File: config.mk
export PLATFORM = sky130hd
export DESIGN_NAME = edge_fetch_wb
export DESIGN_NICKNAME = d
export VERILOG_FILES = /design/src/hw/agg_pkg.sv /design/src/hw/edge_fetch_wb.sv
export SDC_FILE = /design/constraint.sdc
export NUM_CORES = 1
export LEC_CHECK = 0
export BUFFER_PORTS_ARGS = -buffer_cell sky130_fd_sc_hd__buf_2
export CORE_ASPECT_RATIO = 0.9
export CORE_MARGIN = 2
export CORE_UTILIZATION = 44
export DETAILED_ROUTE_END_ITERATION = 7
export GPL_ROUTABILITY_DRIVEN = 0
export PLACE_DENSITY_LB_ADDON = 0.2
export SLEW_MARGIN = 10
export SYNTH_ARGS = -nofsm -noshare
export SYNTH_HDL_FRONTEND = slang
export SYNTH_SLANG_ARGS = --single-unit
File: constraint.sdc
create_clock -name kernel_rst -period 2.8 [get_ports kernel_rst]
set_input_delay 0.42 -clock kernel_rst [delete_from_list [all_inputs] [get_ports kernel_rst]]
set_output_delay 0.42 -clock kernel_rst [all_outputs]
set_load 0.05 [all_outputs]
File: src/hw/agg_pkg.sv
/* field layout shared by the aggregation engine.
   one edge per 64-bit bus word; lane arithmetic wraps at 32 bits */
package agg_pkg;

  ////////////////////////////////////////////////////////////
  // instruction word
  ////////////////////////////////////////////////////////////
  localparam int INST_W = 128;

  // feature base in the input buffer
  localparam int INPUT_START_LSB      = 32;
  localparam int INPUT_START_W        = 16;
  // feature words per node
  localparam int ADDR_PER_FEATURE_LSB = 48;
  localparam int ADDR_PER_FEATURE_W   = 16;
  // feature base in the output buffer
  localparam int OUTPUT_START_LSB     = 64;
  localparam int OUTPUT_START_W       = 16;
  // edge list position in DRAM, in bus words
  localparam int EDGE_DRAM_START_LSB  = 96;
  localparam int EDGE_DRAM_START_W    = 16;
  localparam int EDGE_NUMBER_LSB      = 112;
  localparam int EDGE_NUMBER_W        = 16;

  ////////////////////////////////////////////////////////////
  // edge word
  ////////////////////////////////////////////////////////////
  localparam int EDGE_W = 64;

  localparam int SRC_NODE_LSB   = 0;
  localparam int SRC_NODE_W     = 15;
  // set on the first edge into a destination, restarts the sum
  localparam int FIRST_FLAG_BIT = 15;
  localparam int DST_NODE_LSB   = 16;
  localparam int DST_NODE_W     = 15;
  localparam int WEIGHT_LSB     = 32;
  localparam int WEIGHT_W       = 32;

  ////////////////////////////////////////////////////////////
  // lanes and address spaces
  ////////////////////////////////////////////////////////////
  localparam int LANE_W      = 32;
  localparam int BUF_ADDR_W  = 11;
  // word address on the edge bus
  localparam int DRAM_ADDR_W = 32;

endpackage

File: src/hw/edge_fetch_wb.sv
/* single-word wishbone classic reads, one request outstanding at a time.
   fetch_start and fetch_next may share a cycle; the request then uses fetch_base */
`timescale 1ns/1ps

module edge_fetch_wb
  import agg_pkg::*;
(
  input  logic                   kernel_rst,
  input  logic                   kernel_clk,
  input  logic                   fetch_start,
  input  logic [DRAM_ADDR_W-1:0] fetch_base,
  input  logic                   fetch_next,
  output logic                   edge_valid,
  output logic [EDGE_W-1:0]      edge_data,
  output logic                   wb_cyc,
  output logic                   wb_stb,
  output logic                   wb_we,
  output logic [DRAM_ADDR_W-1:0] wb_adr,
  input  logic [EDGE_W-1:0]      wb_dat_i,
  input  logic                   wb_ack
);

  typedef enum logic {
    F_IDLE,
    F_BUS
  } fetch_state_t;

  fetch_state_t           state;
  logic [DRAM_ADDR_W-1:0] word_ptr;
  logic [DRAM_ADDR_W-1:0] req_addr;

  // a fresh base overrides the running pointer
  assign req_addr = fetch_start ? fetch_base : word_ptr;

  // cyc and stb rise and fall together, read only
  assign wb_cyc = (state == F_BUS);
  assign wb_stb = (state == F_BUS);
  assign wb_we  = 1'b0;

  ////////////////////////////////////////////////////////////
  // bus state and word pointer
  ////////////////////////////////////////////////////////////
  always_ff @(posedge kernel_rst or posedge kernel_clk) begin
    if (kernel_clk) begin
      state      <= F_IDLE;
      word_ptr   <= '0;
      edge_valid <= 1'b0;
    end else begin
      edge_valid <= 1'b0;
      if (fetch_start) begin
        word_ptr <= fetch_base;
      end
      case (state)
        F_IDLE: begin
          if (fetch_next) begin
            state    <= F_BUS;
            word_ptr <= req_addr + 1'b1;
          end
        end
        F_BUS: begin
          // drop the cycle right after ack
          if (wb_ack) begin
            state      <= F_IDLE;
            edge_valid <= 1'b1;
          end
        end
        default: state <= F_IDLE;
      endcase
    end
  end

  // address held for the whole cycle, data kept until the next ack
  always_ff @(posedge kernel_rst) begin
    if (state == F_IDLE && fetch_next) begin
      wb_adr <= req_addr;
    end
    if (state == F_BUS && wb_ack) begin
      edge_data <= wb_dat_i;
    end
  end

endmodule

* Word-level counts from Yosys, hierarchy flattened *
Cells that the tools add are included.

cells by class
  add/subtract/negate cells = 1
  multipliers = 0
  divide/modulo/power cells = 0
  $lt $le $gt $ge = 0
  eq/ne operators = 0
  shift-type cells = 0
  muxes and demuxes = 8
  bitwise logic cells = 1
  reductions and logical operators = 2

operators by type and width
  kind                   number
  $mux 32                3
  $add 32x1->32 const B  1
  $mux 1                 4
  $logic_and 1x1->1      2
  $pmux 1 s2             1
  $not 1->1              1

storage, ports and cells
  bits in registers = 130
  bits in latches = 0
  RAM bits = 0
  bits in read-only memories = 0
  bits of input ports = 101
  output and inout port bits = 100
  memories kept = 0

* Longest topological paths before layout *
  depth in word-level cells = 4
  depth in mapped cells = 11
  mapped depth without buffers = 7

* Worst setup path after synthesis *
Ideal clock, no wire load.

  path kind = reg2reg
  from = reg state (netlist: wb_cyc)
  to = reg word_ptr[31]
  library setup time = 79 ps
  arrival = 2924 ps
  data required time = 2721 ps
  path slack = -203 ps
  cell stages (with the launch flop) = 7
  path buffers = 1
  period minus slack after synthesis = 3003 ps
  cell sequence = dfrtp_1 nor2b_1 clkbuf_1 a21boi_1 nand4_2 nor4b_2 xor2_1

on the way
  word-level cells in the longest chain between the ends = 1

RTL lines
  what                      line                 text
  start: declaration        edge_fetch_wb.sv:28  fetch_state_t state;
  start signal: assignment  edge_fetch_wb.sv:45  state <= F_IDLE;
  start signal: assignment  edge_fetch_wb.sv:56  state <= F_BUS;
  start signal: assignment  edge_fetch_wb.sv:63  state <= F_IDLE;
  $mux 32                   edge_fetch_wb.sv:53  case (state)
  end signal: assignment    edge_fetch_wb.sv:51  word_ptr <= fetch_base;
  end signal: assignment    edge_fetch_wb.sv:57  word_ptr <= req_addr + 1'b1;
  end: declaration          edge_fetch_wb.sv:29  logic [DRAM_ADDR_W-1:0] word_ptr;

Every way passes these cells.
A chain may end at the register's enable or synchronous reset.

* Final worst setup path *
  from = in fetch_start
  to = reg word_ptr[31]

on the way
  word-level cells in the longest chain between the ends = 4

RTL lines
  what                line                                      text
  start: declaration  edge_fetch_wb.sv:10                       input logic fetch_start,
  $mux 32 *           edge_fetch_wb.sv:33, edge_fetch_wb.sv:50
  $add 32x1->32       edge_fetch_wb.sv:57
  $mux 32             edge_fetch_wb.sv:55                       if (fetch_next) begin
  $mux 32 *           edge_fetch_wb.sv:53

Every way passes the cells marked *; elsewhere a longest branch is shown, timed or not.

==> summary.md <==
| Metric | Value |
|---|---|
| Synth top area share | `0.562` |
| P per Cell Area | `789 nW/um^2` |
| Top routing layer used | `met4` |
| Total length of routed wires | `about 11 mm` |
| Synth top area cells | `edfxtp_1 (56%), dfrtp_1 (17%), mux2_2 (5.0%)` |
| Flops & latches, synth | `130` |
| DP HPWL | `8.61 mm` |
| Mapped cell area | `around 5100 sq um` |
| Met3 WL | `627 um` |
| Total congestion overflow | `0` |
| Fillers | `925` |
| Most frequent cells after synthesis | `edfxtp_1 (96), dfrtp_1 (34), mux2_2 (23), nand3_1 (21), xor2_1 (15)` |
| Vias in the first global route | `3471` |
| Minimum clock period | `2.14 ns` |
| Post-synthesis sequential area ratio | `0.727` |
| Syn Nets | `419` |
| Die X | `~120 um` |
| Num CTS Buffers | `17` |
| Combinational family with the most area after synthesis | `simple AND/OR/NAND/NOR gates` |
| Mapped Avg Cell Area | `16.2 sq um` |
| Worst vdd ir | `~0.38 mV` |
| Max-cap viol count | `0` |
| WL/cell | `16.4 um` |
| Core footprint | `11400 sq um` |
| Arr. time, crit path | `2.47 ns` |
| Via count | `3458` |
| Routed wl met2 | `5.88 mm` |
| Clock power share | `0.422` |
| First-pass GRT wire length | `approximately 18 mm` |
| Total power | `5.51 mW` |
| Slew headroom | `0.467` |
| Part of the power in registers | `0.424` |
| Max frequency | `0.466 GHz` |
| Kind of critical path | `input pin to flop` |
| CP Data Required Time | `3.13 ns` |
| Number of enable flip-flop cells after synthesis | `96` |
| Pre-antenna DRT Iters | `5` |
| Num Clock Sinks | `130` |
| DRT iter0 DRCs | `221` |
| Top-count cell post-synth | `edfxtp_1` |
| Actual slew at the worst max-slew pin | `roughly 0.80 ns` |
| Netlist cell types | `41` |
| Die height | `106 um` |
| Row cnt | `37` |
| Logic pwr share | `0.153` |
| WHS | `0.161 ns` |
| Startpoint types | `input pin` |
| Root buffer cell | `clkbuf_16` |
| I/O pin total | `201` |
| Ys flop type | `edfxtp_1` |
| Post-route cell area | `6980 sq um` |
| CTS resizes | `0` |
| Status | `finished, final reports clean` |
| Post-synthesis simple-gate area fraction | `0.0963` |
| FF/Latch Area | `3730 sq um` |
| Total GRT Usage | `0.190` |
| Final hold vios | `0` |
| CP max FO | `27` |
| Footprint of the multi-input gates | `roughly 1300 sq um` |
| Area grow syn2layout | `36.0%` |
| Hold-fix buffers, CTS | `0` |
| Number of vias per cell | `4.93` |
| Switching Share | `0.267` |
| Setup crit end kind | `flop` |
| Setup Viol. Count Final | `0` |
| CTS tree | `yes` |
| Max Transition Viols Final | `0` |
| YS warnings | `0` |
| Pint | `4.04 mW` |
| Switching power | `1.47 mW` |
| RSZ-0062 raised after global routing | `false` |
| Leakage | `~2.9 nW` |
| Number of remaining DRC errors | `0` |
| Buffers inserted by post-CTS timing repair | `0` |
| Worst Clk Skew | `0.00870 ns` |
| Post-synthesis cell count | `317` |
| Starting Density | `0.451` |
| M1 WL | `~5 mm` |
| Post-synthesis mux area share | `0.0641` |
| Initial antenna violation count | `0` |
| Port Buffers | `199` |
| XOR/XNOR share of the synthesized area | `0.0495` |
| Clk_lat worst skew | `0.41 ns` |
| Die area | `12500 sq um` |
| Dpl cell area | `between 6000 and 7000 sq um` |
| Synth Area in Adders | `0.00244` |
| Hold crit path type | `input pin to asynchronous set/reset pin` |
| Synth Area in Compound Gates | `0.0375` |
| Setup tns final | `0 ns` |
| CTS max path bufs | `2` |
| Post-layout net count | `635` |
| Antenna viol nets, final | `0` |
| Antenna Cells | `0` |
| Pin count of the biggest net entering global routing | `42` |
| R2R setup slack | `approximately 0.66 ns` |
| H-tree levels | `4` |
| Tcrit/Tclk final | `0.766` |
| Leading area contributor after synthesis | `edfxtp_1` |
| Share of layout cells above drive strength 1 | `0.496` |
| Fraction of registers with async set/reset | `0.262` |
| Clock slew at reported path FFs | `around 0.060 ns` |
==> metal layers <==
| layer | global-route usage | vias to the layer above |
|---|---|---|
| met1 | 0.243 | 1686 |
| met3 | 0.0536 | 9 |
| met4 | 0.0594 | 0 |
| li1 | - | 1623 |
| met5 | 0 | - |
| met2 | 0.316 | 140 |
==> layout by cell type (no fill, tap or decap), drive strengths merged, types with 15 or more instances in the layout <==
master  netlist  layout
dfrtp        34      34
mux2         23      23
buf          10     208
edfxtp       96      96
nand3        22      22
nand3b       16      16
clkbuf        1      22
xor2         15      15
==> final cells by class <==
| type | count | area share |
|---|---|---|
| timing repair buffer | 208 | 0.154 |
| clock buffer | 22 | 0.0710 |
| multi-input combinational | 165 | 0.186 |
| tap | 156 | 0.0280 |
| inverter | 11 | 0.00592 |
| clock inverter | 10 | 0.0204 |
| sequential | 130 | 0.535 |
==> power by group through the flow <==
| stage | combinational [mW] | sequential (mW) | clock [mW] |
|---|---|---|---|
| CTS | 0.851 | 2.34 | 2.37 |
| finish | 0.846 | 2.34 | 2.33 |
| global placement | 0.843 | 2.37 | 0 |
| detailed placement | 0.848 | 2.37 | 0 |
| floorplan | 0.247 | 2.74 | 0 |
| global route | 0.895 | 2.35 | 2.47 |
==> worst max-delay path, cell delays in order <==
cell	delay, ns
buf_2	0.20
buf_4	0.32
nand3_1	0.16
a222oi_1	0.44
nand4_2	0.36
nor4b_2	0.38
xor2_1	0.18
==> path summary, 6_finish.rpt <==
path | to | start | cells after the start
worst min-delay path | word_ptr[0] | kernel_clk | 2
min in group kernel_rst | edge_data[60] | wb_dat_i[60] | 1
worst max register to register | word_ptr[26] | word_ptr[0] | 7
worst min register to register | word_ptr[31] | word_ptr[31] | 2
worst max-delay path | word_ptr[31] | fetch_start | 7
max in group asynchronous | word_ptr[14] | kernel_clk | 3
==> per-stage QoR <==
step,util,std cells,worst slack (ns)
after floorplan,-,317,0.0719
after CTS,0.613,702,0.623
after global placement,0.557,670,0.323
after global routing,0.613,702,0.416
after detailed placement,0.557,670,0.197
final,0.613,702,0.655
==> cell families (layout without fill, tap and decap cells) <==
family | after synthesis | in the layout
adder cells (fa/ha/maj) | 1 | 1
AND/OR/NAND/NOR | 83 | 83
XOR/XNOR | 29 | 29
buffers and inverters | 22 | 251
other | 1 | 1
AO/OA/AOI/OAI | 21 | 21
flip-flops | 130 | 130
multiplexers | 30 | 30
==> registers in the layout, summed over array words and instances, names as in the netlist <==
| name | count |
|---|---|
| wb_cyc | 1 |
| edge_valid | 1 |
| word_ptr | 32 |
| wb_adr | 32 |
| edge_data | 64 |
Power figures use the tool's default switching activity.
