**config.mk**
```make
export PLATFORM = sky130hd
export DESIGN_NAME = agg_sequencer
export DESIGN_NICKNAME = d
export VERILOG_FILES = /design/src/hw/agg_pkg.sv /design/src/hw/agg_sequencer.sv
export SDC_FILE = /design/constraint.sdc
export NUM_CORES = 1
export LEC_CHECK = 0
export BUFFER_PORTS_ARGS = -buffer_cell sky130_fd_sc_hd__buf_4
export CORE_UTILIZATION = 45
export DETAILED_ROUTE_END_ITERATION = 7
export GPL_TIMING_DRIVEN = 0
export PLACE_DENSITY_LB_ADDON = 0.1
export SETUP_SLACK_MARGIN = 0.02
export SLEW_MARGIN = 20
export SYNTH_ARGS = -nofsm -noshare
export SYNTH_HDL_FRONTEND = slang
export SYNTH_SLANG_ARGS = --single-unit
export TNS_END_PERCENT = 50
```
**constraint.sdc**
```tcl
create_clock -name kernel_rst -period 6.86 [get_ports kernel_rst]
set_input_delay 0.686 -clock kernel_rst [delete_from_list [all_inputs] [get_ports kernel_rst]]
set_output_delay 0.686 -clock kernel_rst [all_outputs]
set_load 0.02 [all_outputs]
```
**src/hw/agg_pkg.sv**
```systemverilog
/* field layout shared by the aggregation engine.
   one edge per 64-bit bus word; lane arithmetic wraps at 32 bits */
package agg_pkg;

  ////////////////////////////////////////////////////////////
  // instruction word
  ////////////////////////////////////////////////////////////
  localparam int INST_W = 128;

  // feature base in the input buffer
  localparam int INPUT_START_LSB      = 32;
  localparam int INPUT_START_W        = 16;
  // feature words per node
  localparam int ADDR_PER_FEATURE_LSB = 48;
  localparam int ADDR_PER_FEATURE_W   = 16;
  // feature base in the output buffer
  localparam int OUTPUT_START_LSB     = 64;
  localparam int OUTPUT_START_W       = 16;
  // edge list position in DRAM, in bus words
  localparam int EDGE_DRAM_START_LSB  = 96;
  localparam int EDGE_DRAM_START_W    = 16;
  localparam int EDGE_NUMBER_LSB      = 112;
  localparam int EDGE_NUMBER_W        = 16;

  ////////////////////////////////////////////////////////////
  // edge word
  ////////////////////////////////////////////////////////////
  localparam int EDGE_W = 64;

  localparam int SRC_NODE_LSB   = 0;
  localparam int SRC_NODE_W     = 15;
  // set on the first edge into a destination, restarts the sum
  localparam int FIRST_FLAG_BIT = 15;
  localparam int DST_NODE_LSB   = 16;
  localparam int DST_NODE_W     = 15;
  localparam int WEIGHT_LSB     = 32;
  localparam int WEIGHT_W       = 32;

  ////////////////////////////////////////////////////////////
  // lanes and address spaces
  ////////////////////////////////////////////////////////////
  localparam int LANE_W      = 32;
  localparam int BUF_ADDR_W  = 11;
  // word address on the edge bus
  localparam int DRAM_ADDR_W = 32;

endpackage

```
**src/hw/agg_sequencer.sv**
```systemverilog
/* walks the edge list of one instruction; ap_start is dropped while busy.
   a run with no edges or no feature words finishes at once without bus traffic */
`timescale 1ns/1ps

module agg_sequencer
  import agg_pkg::*;
(
  input  logic                   kernel_rst,
  input  logic                   kernel_clk,
  input  logic                   ap_start,
  input  logic [INST_W-1:0]      ctrl_instruction,
  input  logic [DRAM_ADDR_W-1:0] ctrl_addr_offset,
  output logic                   ap_done,
  output logic                   fetch_start,
  output logic [DRAM_ADDR_W-1:0] fetch_base,
  output logic                   fetch_next,
  input  logic                   edge_valid,
  input  logic [EDGE_W-1:0]      edge_data,
  output logic                   beat_valid,
  output logic                   beat_first,
  output logic                   beat_last,
  output logic [BUF_ADDR_W-1:0]  beat_in_addr,
  output logic [BUF_ADDR_W-1:0]  beat_out_addr,
  output logic [LANE_W-1:0]      beat_weight,
  input  logic                   edge_drained
);

  typedef enum logic [1:0] {
    S_IDLE,
    S_FETCH,
    S_ISSUE,
    S_DRAIN
  } seq_state_t;

  seq_state_t state;
  logic       launch;
  logic       accept;
  logic       last_beat;

  // latched instruction
  logic [INPUT_START_W-1:0]      input_start;
  logic [ADDR_PER_FEATURE_W-1:0] addr_per_feature;
  logic [OUTPUT_START_W-1:0]     output_start;
  logic [EDGE_DRAM_START_W-1:0]  edge_start;
  logic [EDGE_NUMBER_W-1:0]      edge_number;
  logic [DRAM_ADDR_W-1:0]        dram_offset;

  // current edge
  logic [ADDR_PER_FEATURE_W-1:0] in_base;
  logic [ADDR_PER_FEATURE_W-1:0] out_base;
  logic [WEIGHT_W-1:0]           edge_weight;
  logic                          edge_first;

  logic [ADDR_PER_FEATURE_W-1:0] beat_cnt;
  logic [EDGE_NUMBER_W-1:0]      edge_cnt;

  assign accept    = ap_start && (state == S_IDLE) && !launch;
  assign last_beat = (beat_cnt == addr_per_feature - 1'b1);

  ////////////////////////////////////////////////////////////
  // control
  ////////////////////////////////////////////////////////////
  always_ff @(posedge kernel_rst or posedge kernel_clk) begin
    if (kernel_clk) begin
      state       <= S_IDLE;
      launch      <= 1'b0;
      fetch_start <= 1'b0;
      fetch_next  <= 1'b0;
      ap_done     <= 1'b0;
      beat_valid  <= 1'b0;
      beat_cnt    <= '0;
      edge_cnt    <= '0;
    end else begin
      launch      <= accept;
      fetch_start <= 1'b0;
      fetch_next  <= 1'b0;
      ap_done     <= 1'b0;
      beat_valid  <= 1'b0;
      case (state)
        S_IDLE: begin
          // second cycle after start, base is being formed
          if (launch) begin
            if (edge_number == '0 || addr_per_feature == '0) begin
              ap_done <= 1'b1;
            end else begin
              fetch_start <= 1'b1;
              fetch_next  <= 1'b1;
              edge_cnt    <= '0;
              state       <= S_FETCH;
            end
          end
        end
        S_FETCH: begin
          if (edge_valid) begin
            beat_cnt <= '0;
            state    <= S_ISSUE;
          end
        end
        S_ISSUE: begin
          beat_valid <= 1'b1;
          if (last_beat) begin
            state <= S_DRAIN;
          end else begin
            beat_cnt <= beat_cnt + 1'b1;
          end
        end
        S_DRAIN: begin
          // wait out the pipeline so the next edge reads settled data
          if (edge_drained) begin
            if (edge_cnt == edge_number - 1'b1) begin
              ap_done <= 1'b1;
              state   <= S_IDLE;
            end else begin
              edge_cnt   <= edge_cnt + 1'b1;
              fetch_next <= 1'b1;
              state      <= S_FETCH;
            end
          end
        end
        default: state <= S_IDLE;
      endcase
    end
  end

  ////////////////////////////////////////////////////////////
  // instruction fields, edge decode, beat addresses
  ////////////////////////////////////////////////////////////
  always_ff @(posedge kernel_rst) begin
    if (accept) begin
      input_start      <= ctrl_instruction[INPUT_START_LSB +: INPUT_START_W];
      addr_per_feature <= ctrl_instruction[ADDR_PER_FEATURE_LSB +: ADDR_PER_FEATURE_W];
      output_start     <= ctrl_instruction[OUTPUT_START_LSB +: OUTPUT_START_W];
      edge_start       <= ctrl_instruction[EDGE_DRAM_START_LSB +: EDGE_DRAM_START_W];
      edge_number      <= ctrl_instruction[EDGE_NUMBER_LSB +: EDGE_NUMBER_W];
      dram_offset      <= ctrl_addr_offset;
    end
    if (launch) begin
      fetch_base <= dram_offset + DRAM_ADDR_W'(edge_start);
    end
    // node bases once per edge, keeps the multiply off the beat path
    if (state == S_FETCH && edge_valid) begin
      in_base     <= input_start + addr_per_feature * edge_data[SRC_NODE_LSB +: SRC_NODE_W];
      out_base    <= output_start + addr_per_feature * edge_data[DST_NODE_LSB +: DST_NODE_W];
      edge_weight <= edge_data[WEIGHT_LSB +: WEIGHT_W];
      edge_first  <= edge_data[FIRST_FLAG_BIT];
    end
    if (state == S_ISSUE) begin
      beat_in_addr  <= BUF_ADDR_W'(in_base + beat_cnt);
      beat_out_addr <= BUF_ADDR_W'(out_base + beat_cnt);
      beat_first    <= edge_first;
      beat_last     <= last_beat;
      beat_weight   <= edge_weight;
    end
  end

endmodule

```
After elaboration in Yosys (flattened, before gate mapping)
Index checks and enable logic that the tools add are counted.
Operators by class
  add/sub/neg operators: 9
  multiply operators: 2
  equality and inequality tests: 12
  mux-type cells: 27
  reduce and logical (&&, ||, !) cells: 13
Operators by type and width (number)
  16-bit 2-to-1 mux: 6
  16-bit case mux with 2 select lines: 2
  11-bit adder: 4
  16-bit by 1-bit adder with 16-bit output, second input constant: 2
  32-bit by 16-bit adder with 32-bit output: 1
  16-bit equality test: 2
  16-bit zero test: 2
  16-bit by 15-bit multiplier with 11-bit output: 2
  16-bit by 1-bit subtractor with 16-bit output, second input constant: 2
  2-bit != test, second input constant: 7
  1-bit 2-to-1 mux: 11
  2-bit 2-to-1 mux: 5
  5-bit AND reduction: 2
  2-bit case mux with 4 select lines: 1
  2-bit equality test, second input constant: 2
  1-bit case mux with 2 select lines: 2
  2-bit nonzero test: 2
  1-bit logical AND: 3
  3-bit AND reduction: 1
  2-bit by 1-bit equality test with 1-bit output, second input constant: 1
  2-bit zero test: 1
  1-bit zero test: 1
  1-bit logical OR: 1
Storage, ports and cells
  register bits: 284
  logic and storage cells: 87

Longest topological paths before layout
Gate-level depths: netlist of run 1.
  depth after elaboration: 5
  depth in mapped cells: 20

Worst setup path before layout of run 1
Ideal clock, no wire load.
  path kind: register -> register
  start point: register addr_per_feature[2]
  end point: register out_base[10] (data pin)
  data arrival time: 4656 ps
  setup slack: 1945 ps
  stages on the path, launching flop included: 19
  buffers on the path: 3
  clock period less this slack: 4915 ps
  cells stage by stage: edfxtp_1 -> clkbuf_1 -> clkbuf_1 -> clkbuf_1 -> nand2_1 -> fa_1 -> fa_1 -> inv_1 -> fa_1 -> fa_1 -> inv_1 -> fa_1 -> xnor2_1 -> xnor2_1 -> xnor2_1 -> xnor2_1 -> xnor2_1 -> xnor2_1 -> xnor2_1
Between the ends
  longest elaborated chain between the ends: 2
RTL lines
  start: declaration: line agg_sequencer.sv:42  | logic [ADDR_PER_FEATURE_W-1:0] addr_per_feature;
  start signal: assignment: line agg_sequencer.sv:131  | addr_per_feature <= ctrl_instruction[ADDR_PER_FEATURE_LSB +: ADDR_PER_FEATURE_W];
  16-bit by 15-bit multiplier with 11-bit output: line agg_sequencer.sv:143  | out_base <= output_start + addr_per_feature * edge_data[DST_NODE_LSB +: DST_NODE_W];
  11-bit adder: line agg_sequencer.sv:143
  end signal: assignment: line agg_sequencer.sv:143
  end: declaration: line agg_sequencer.sv:50  | logic [ADDR_PER_FEATURE_W-1:0] out_base;
Every way passes these cells.
A chain may end at the register's enable or synchronous reset.

Final worst setup path of run 1
Ends and elaborated chain as after synthesis.

==> flow_metrics.env, run 1 <==
export IMPL_avgSynthCellArea_sq_um=11.57
export IMPL_switching_share_pct=35.18
export IMPL_intPower_mw=5.262
export IMPL_fill_cells=3182
export IMPL_gp_congestion=0.8145
export IMPL_drcViolationCount=0
export IMPL_clock_latency_ns=0.54
export IMPL_r2r_end="out_base[10]"
export IMPL_vias_per_cell=5.147
export IMPL_fin_worst_skew_ns=0.01571
export IMPL_rsz0062_at_grt="false"
export IMPL_wire_per_inst_microns=17.02
export IMPL_drive_gt1_share_pct=19.30
export IMPL_ys_types=80
export IMPL_syn_to_final_growth_pct=22.45
export IMPL_dieArea_sq_um=38380
export IMPL_cpMostUsedCell="xnor2_1"
export IMPL_cp_start_kind="register"
export IMPL_cts_hold_buf=0
export IMPL_post_cts_buffers=0
export IMPL_clk_transition_reported_paths_ns=0.06
export IMPL_cts_resized=0
export IMPL_crit_required_ns=7.14
export IMPL_ys_warn_count=0
export IMPL_worstPathMaxFanout=10
export IMPL_yosys_register_bits=284
export IMPL_period_share_pct=84.46
export IMPL_vias=11556
export IMPL_cts_buffers=34
export IMPL_htreeDepth=2
export IMPL_p_per_area_nw_per_um2=391.8
export IMPL_antenna_found_initial=0
export IMPL_fin_nets=2167
export IMPL_p_sw_mw=2.856
export IMPL_crit_arrival_ns=6.08
export IMPL_fin_tns_setup_ns=0
export IMPL_clkPwrFrac_pct=23.7
export IMPL_pwr_share_seq_pct=33.2
export IMPL_finalPower_mw=8.118
export IMPL_synth_cells=1462
export IMPL_cts_tree="yes"
export IMPL_crit_type="register to register"
export IMPL_hp_class="primary input to async pin"
export IMPL_worstPathCellList="clkbuf_1 > clkbuf_1 > clkbuf_1 > nand2_1 > fa_1 > fa_1 > inv_1 > fa_1 > fa_1 > inv_1 > fa_1 > xnor2_1 > xnor2_1 > xnor2_1 > xnor2_1 > xnor2_1 > xnor2_1 > xnor2_1"
export IMPL_ys_top_cells_by_count="edfxtp_1, inv_1, nand2_1, ha_1, xnor2_1"
export IMPL_routed_wl_met2_microns=17980
export IMPL_max_cap_violations=0
export IMPL_ios=321
export IMPL_wirelength_microns=38210
export IMPL_rrSetupSlack_ns=1.07
export IMPL_first_iter_violations=600
export IMPL_peakVddDrop_mv=0.2170
export IMPL_synth_top_cells_by_area="edfxtp_1, fa_1, ha_1, dfrtp_1, xnor2_1"
export IMPL_clock_sinks=284
export IMPL_timing_rr_start="addr_per_feature[2]"
export IMPL_tightestPinTransition_ns=0.7222
export IMPL_overflow=0
export IMPL_grt_pass1_wl_microns=60160
export IMPL_status="finished clean"
export IMPL_synth_top_area_cell="edfxtp_1"
export IMPL_wl_met1_microns=16820
export IMPL_die_w_microns=195.9
export IMPL_reg2reg_depth=18
export IMPL_hold_viol_final=0
export IMPL_antennaDiodeCount=0
export IMPL_die_height_microns=195.9
export IMPL_synth_edf_count=245
export IMPL_fmax_ghz=0.1726
export IMPL_setup_viol=0
export IMPL_ys_flop_type="edfxtp_1"
export IMPL_row_count=70
export IMPL_finalMaxSlewViolations=0
export IMPL_leakage_nw=8.762
export IMPL_grt_max_degree=52
export IMPL_yosysMostFrequentCell="edfxtp_1"
export IMPL_netlist_area_sq_um=16920
export IMPL_core_sq_um=36790
export IMPL_dr_wl_met3_microns=2610
export IMPL_period_needed_ns=5.794
export IMPL_portBuffers=249
export IMPL_relSlewSlack_pct=51.22
export IMPL_grt_pass1_vias=11307
export IMPL_ant_nets=0
export IMPL_start_util_pct=46.00
export IMPL_cp_end_kind="register"
export IMPL_drt_first_pass_iters=6
export IMPL_synthArstFlopShare_pct=13.73
export IMPL_syn_nets=1876
export IMPL_top_layer="met4"
export IMPL_pwr_share_comb_pct=43.0
export IMPL_max_stage_delay_ns=0.55
export IMPL_dp_hpwl_microns=29210
export IMPL_cpMaxStageDelayCell="fa_1"
export IMPL_root_buffer="clkbuf_16"
export IMPL_grt_usage_pct=20.21
export IMPL_yosysSeqAreaShare_pct=49.24
export IMPL_cts_buffer_depth=3
export IMPL_fin_hold_ws_ns=0.08727
export IMPL_yosys_area_top_type_share_pct=43.48
metal layers:
metal / global-route usage [%] / vias up
met5: 0 / -
met4: 5.295 / 0
met3: 4.590 / 57
met2: 33.15 / 325
met1: 27.06 / 5534
li1: - / 5640
metrics by stage:
stage | instances | util (%) | cell area [sq um] | setup WS (ns)
after floorplan | 1462 | - | 16920 | 1.945
after global placement | 2179 | 52.68 | 19380 | 1.093
after detailed placement | 2185 | 53.08 | 19530 | 1.050
after CTS | 2245 | 56.32 | 20720 | 1.036
after global routing | 2245 | 56.33 | 20720 | 0.7994
final | 2245 | 56.33 | 20720 | 1.066
registers in the layout, summed over array words and instances, names as in the netlist, 2 cells and up:
name / flops
addr_per_feature: 16
beat_cnt: 16
beat_in_addr: 11
beat_out_addr: 11
beat_weight: 32
dram_offset: 32
edge_cnt: 16
edge_number: 16
edge_start: 16
edge_weight: 32
fetch_base: 32
in_base: 11
input_start: 11
out_base: 11
output_start: 11
state: 2
worst max-delay path by stage:
| stage | startpoint | endpoint |
|---|---|---|
| floorplan | addr_per_feature[2] | out_base[10] |
| finish | addr_per_feature[2] | out_base[10] |
| detailed placement | addr_per_feature[2] | in_base[10] |
| global placement | addr_per_feature[2] | in_base[10] |
| CTS | addr_per_feature[2] | in_base[10] |
| global route | addr_per_feature[2] | out_base[10] |
logic make-up (layout without fill, tap and decap cells):
kind of cell               count (synthesis)  count (layout)  share of synthesized area, %
DFF                                      284             284                         49.24
adders and majority gates                185             185                         17.27
muxes                                     13              13                        0.7838
and+or+nand+nor                          459             459                         13.97
buffers and inverters                    226             541                         5.153
AOI/OAI and AO/OA                        162             162                         6.610
xor gates and xnor gates                 133             133                         6.965
final cells by class:
class	count	area [sq um]	share of cell area [%]
sequential	284	8334	40.22
buffer	42	181.4	0.8755
clock inverter	16	270.3	1.304
clock buffer	44	919.6	4.438
multi-input combinational	952	7744	37.37
timing repair buffer	255	1997	9.637
inverter	184	690.7	3.333
tap	468	585.6	2.826
power groups by stage:
stage	combinational, mW	sequential, mW	clock (mW)
6_report	3.49	2.70	1.93
4_1_cts	3.56	2.70	1.99
5_1_grt	3.98	2.74	2.05
3_3_place_gp	3.40	2.79	0
2_1_floorplan	2.38	2.89	0
3_5_place_dp	3.53	2.74	0
critical path: cells and delay by family (launching register included):
family	cells	cell delay [ns]
buffers and inverters	5	1.41
flip-flops	1	0.32
adder cells (fa/ha/maj)	5	2.47
AND/OR/NAND/NOR	1	0.15
XOR/XNOR	7	1.17
cells in the final DEF (no fill, tap or decap), drive strengths merged, types with 8 or more instances in the layout:
master  count
a21o       15
a21oi      39
and2       43
and3       14
buf       264
clkbuf     77
dfrtp      39
edfxtp    245
fa         81
ha        104
inv       186
mux2i      11
nand2     160
nand2b     21
nand3      53
nand4      14
nor2       60
nor2b      11
nor3       25
nor4       12
o211ai      9
o21ai      33
o21bai      8
or4        13
xnor2     103
xor2       29
Power figures use the tool's default switching activity.
==> run 2, diff against run 1 <==
clock period = 5.5 ns   (was 6.86 ns; I/O delays follow)
==> flow_metrics.env, run 2 (synthesis results as in run 1) <==
export IMPL_status="finished clean"
export IMPL_period_share_pct=95.12
export IMPL_cts_tree="yes"
export IMPL_finalWorstSetupSlack_ns=0.2683
export IMPL_gp_congestion=0.8145
export IMPL_leakage_nw=8.791
export IMPL_dieArea_sq_um=38380
export IMPL_min_to="output_start[5]"
export IMPL_relSlewSlack_pct=51.22
export IMPL_max_stage_delay_ns=0.55
export IMPL_ant_nets=0
export IMPL_grt_usage_pct=20.17
export IMPL_die_w_microns=195.9
export IMPL_rsz0062_at_grt="true"
export IMPL_cts_buffers=34
export IMPL_max_cap_violations=0
export IMPL_tightestPinTransition_ns=0.7222
export IMPL_clk_transition_reported_paths_ns=0.06
export IMPL_post_place_ws_ns=-0.3101
export IMPL_drive_gt1_share_pct=19.82
export IMPL_timing_rr_start="addr_per_feature[2]"
export IMPL_mostFrequentLayoutCell="buf_4"
export IMPL_cts_buffer_depth=3
export IMPL_p_per_area_nw_per_um2=488.3
export IMPL_hold_viol_final=0
export IMPL_period_needed_ns=5.232
export IMPL_multi_input_area_sq_um=7744
export IMPL_grt_pass1_wl_microns=60060
export IMPL_root_buffer="clkbuf_16"
export IMPL_crit_type="register to register"
export IMPL_worstPathMaxFanout=19
export IMPL_portBuffers=249
export IMPL_finalMaxSlewViolations=0
export IMPL_antennaDiodeCount=0
export IMPL_vias=11531
export IMPL_crit_arrival_ns=5.51
export IMPL_ios=321
export IMPL_grt_max_degree=52
export IMPL_vias_per_cell=5.139
export IMPL_grt_pass1_vias=11306
export IMPL_drt_first_pass_iters=7
export IMPL_crit_required_ns=5.78
export IMPL_row_count=70
export IMPL_fin_nets=2166
export IMPL_cp_start_kind="register"
export IMPL_fin_worst_skew_ns=0.01789
export IMPL_fmax_ghz=0.1911
export IMPL_first_iter_violations=615
export IMPL_htreeDepth=2
export IMPL_cpMaxStageDelayCell="fa_1"
export IMPL_rrSetupSlack_ns=0.27
export IMPL_hold_path_depth=1
export IMPL_antenna_found_initial=0
export IMPL_final_cell_mix="buf_4, edfxtp_1, inv_1, nand2_1"
export IMPL_drcViolationCount=0
export IMPL_setup_viol=0
export IMPL_start_util_pct=46.00
export IMPL_reg2reg_depth=17
export IMPL_wire_per_inst_microns=16.99
export IMPL_finalPower_mw=10.13
export IMPL_core_sq_um=36790
export IMPL_cp_end_kind="register"
export IMPL_peakVddDrop_mv=0.2711
export IMPL_hp_start="ctrl_instruction[69]"
export IMPL_dp_hpwl_microns=29210
export IMPL_wirelength_microns=38120
export IMPL_clock_latency_ns=0.55
export IMPL_fill_cells=3181
export IMPL_overflow=0
export IMPL_syn_to_final_growth_pct=22.55
export IMPL_clock_sinks=284
export IMPL_hp_class="primary input to register"
export IMPL_worstPathCellList="clkbuf_1 > buf_2 > nand2_1 > fa_1 > fa_1 > inv_1 > fa_1 > fa_1 > inv_1 > fa_1 > xnor2_1 > xnor2_1 > xnor2_1 > xnor2_1 > xnor2_1 > xnor2_1 > xnor2_1"
export IMPL_die_height_microns=195.9
export IMPL_r2r_end="out_base[10]"
export IMPL_cpMostUsedCell="xnor2_1"
export IMPL_ff_latch_area_sq_um=8334
==> run 2: routing by layer <==
layer | up-vias | global-route usage [%] | wire length (microns)
li1 | 5635 | - | -
met1 | 5504 | 27.01 | 16810
met2 | 341 | 33.02 | 17970
met3 | 51 | 4.573 | 2601
met4 | 0 | 5.411 | 744
met5 | - | 0 | 0
==> run 2: layout make-up <==
cell class              count  area share, %
flip-flops and latches    284          40.19
multi-input cells         952          37.34
repair buffers            257          9.713
clock buffers              44          4.434
inverters                 184          3.330
well taps                 468          2.824
clock inverters            16          1.303
plain buffers              39         0.8688
==> run 2: worst max-delay path by stage <==
| stage | from | to | slack, ns | depth (start not counted) |
|---|---|---|---|---|
| after CTS | addr_per_feature[1] | out_base[10] | 0.02 | 17 |
| after global placement | addr_per_feature[2] | in_base[10] | -0.27 | 20 |
| after global routing | addr_per_feature[2] | out_base[10] | 0.007 | 17 |
| after detailed placement | addr_per_feature[2] | in_base[10] | -0.31 | 20 |
| final | addr_per_feature[2] | out_base[10] | 0.27 | 17 |
| after floorplan | addr_per_feature[2] | out_base[10] | 0.58 | 18 |
==> run 2: stage by stage <==
stage | std cells | utilization, % | setup TNS, ns | hold WS (ns) | area [sq um]
global placement | 2179 | 52.68 | -0.5231 | 0.4010 | 19380
global route | 2244 | 56.38 | 0 | 0.1483 | 20740
CTS | 2243 | 56.32 | 0 | 0.1427 | 20720
floorplan | 1462 | - | 0 | 0.4003 | 16920
detailed placement | 2185 | 53.08 | -0.5808 | 0.4054 | 19530
finish | 2244 | 56.38 | 0 | 0.1758 | 20740
==> run 2: report_power, final <==
group          switching [mW]  internal, mW
combinational            2.43          1.92
sequential              0.243          3.13
clock                   0.888          1.51
total                    3.56          6.57
==> run 2: worst max-delay path: cells and delay by family (launching register included) <==
family | cells | cell delay (ns)
adders and majority gates | 5 | 2.46
xor gates and xnor gates | 7 | 1.17
buffers and inverters | 4 | 0.89
DFF | 1 | 0.32
and+or+nand+nor | 1 | 0.13
==> run 2: timing repair <==
item                                    4_1_cts  5_1_grt
setup buffers                                 0        1
endpoints found under the setup margin        2        2
hold buffers                                  1        0
hold endpoints to repair                      9        0
resized for setup                             3       11
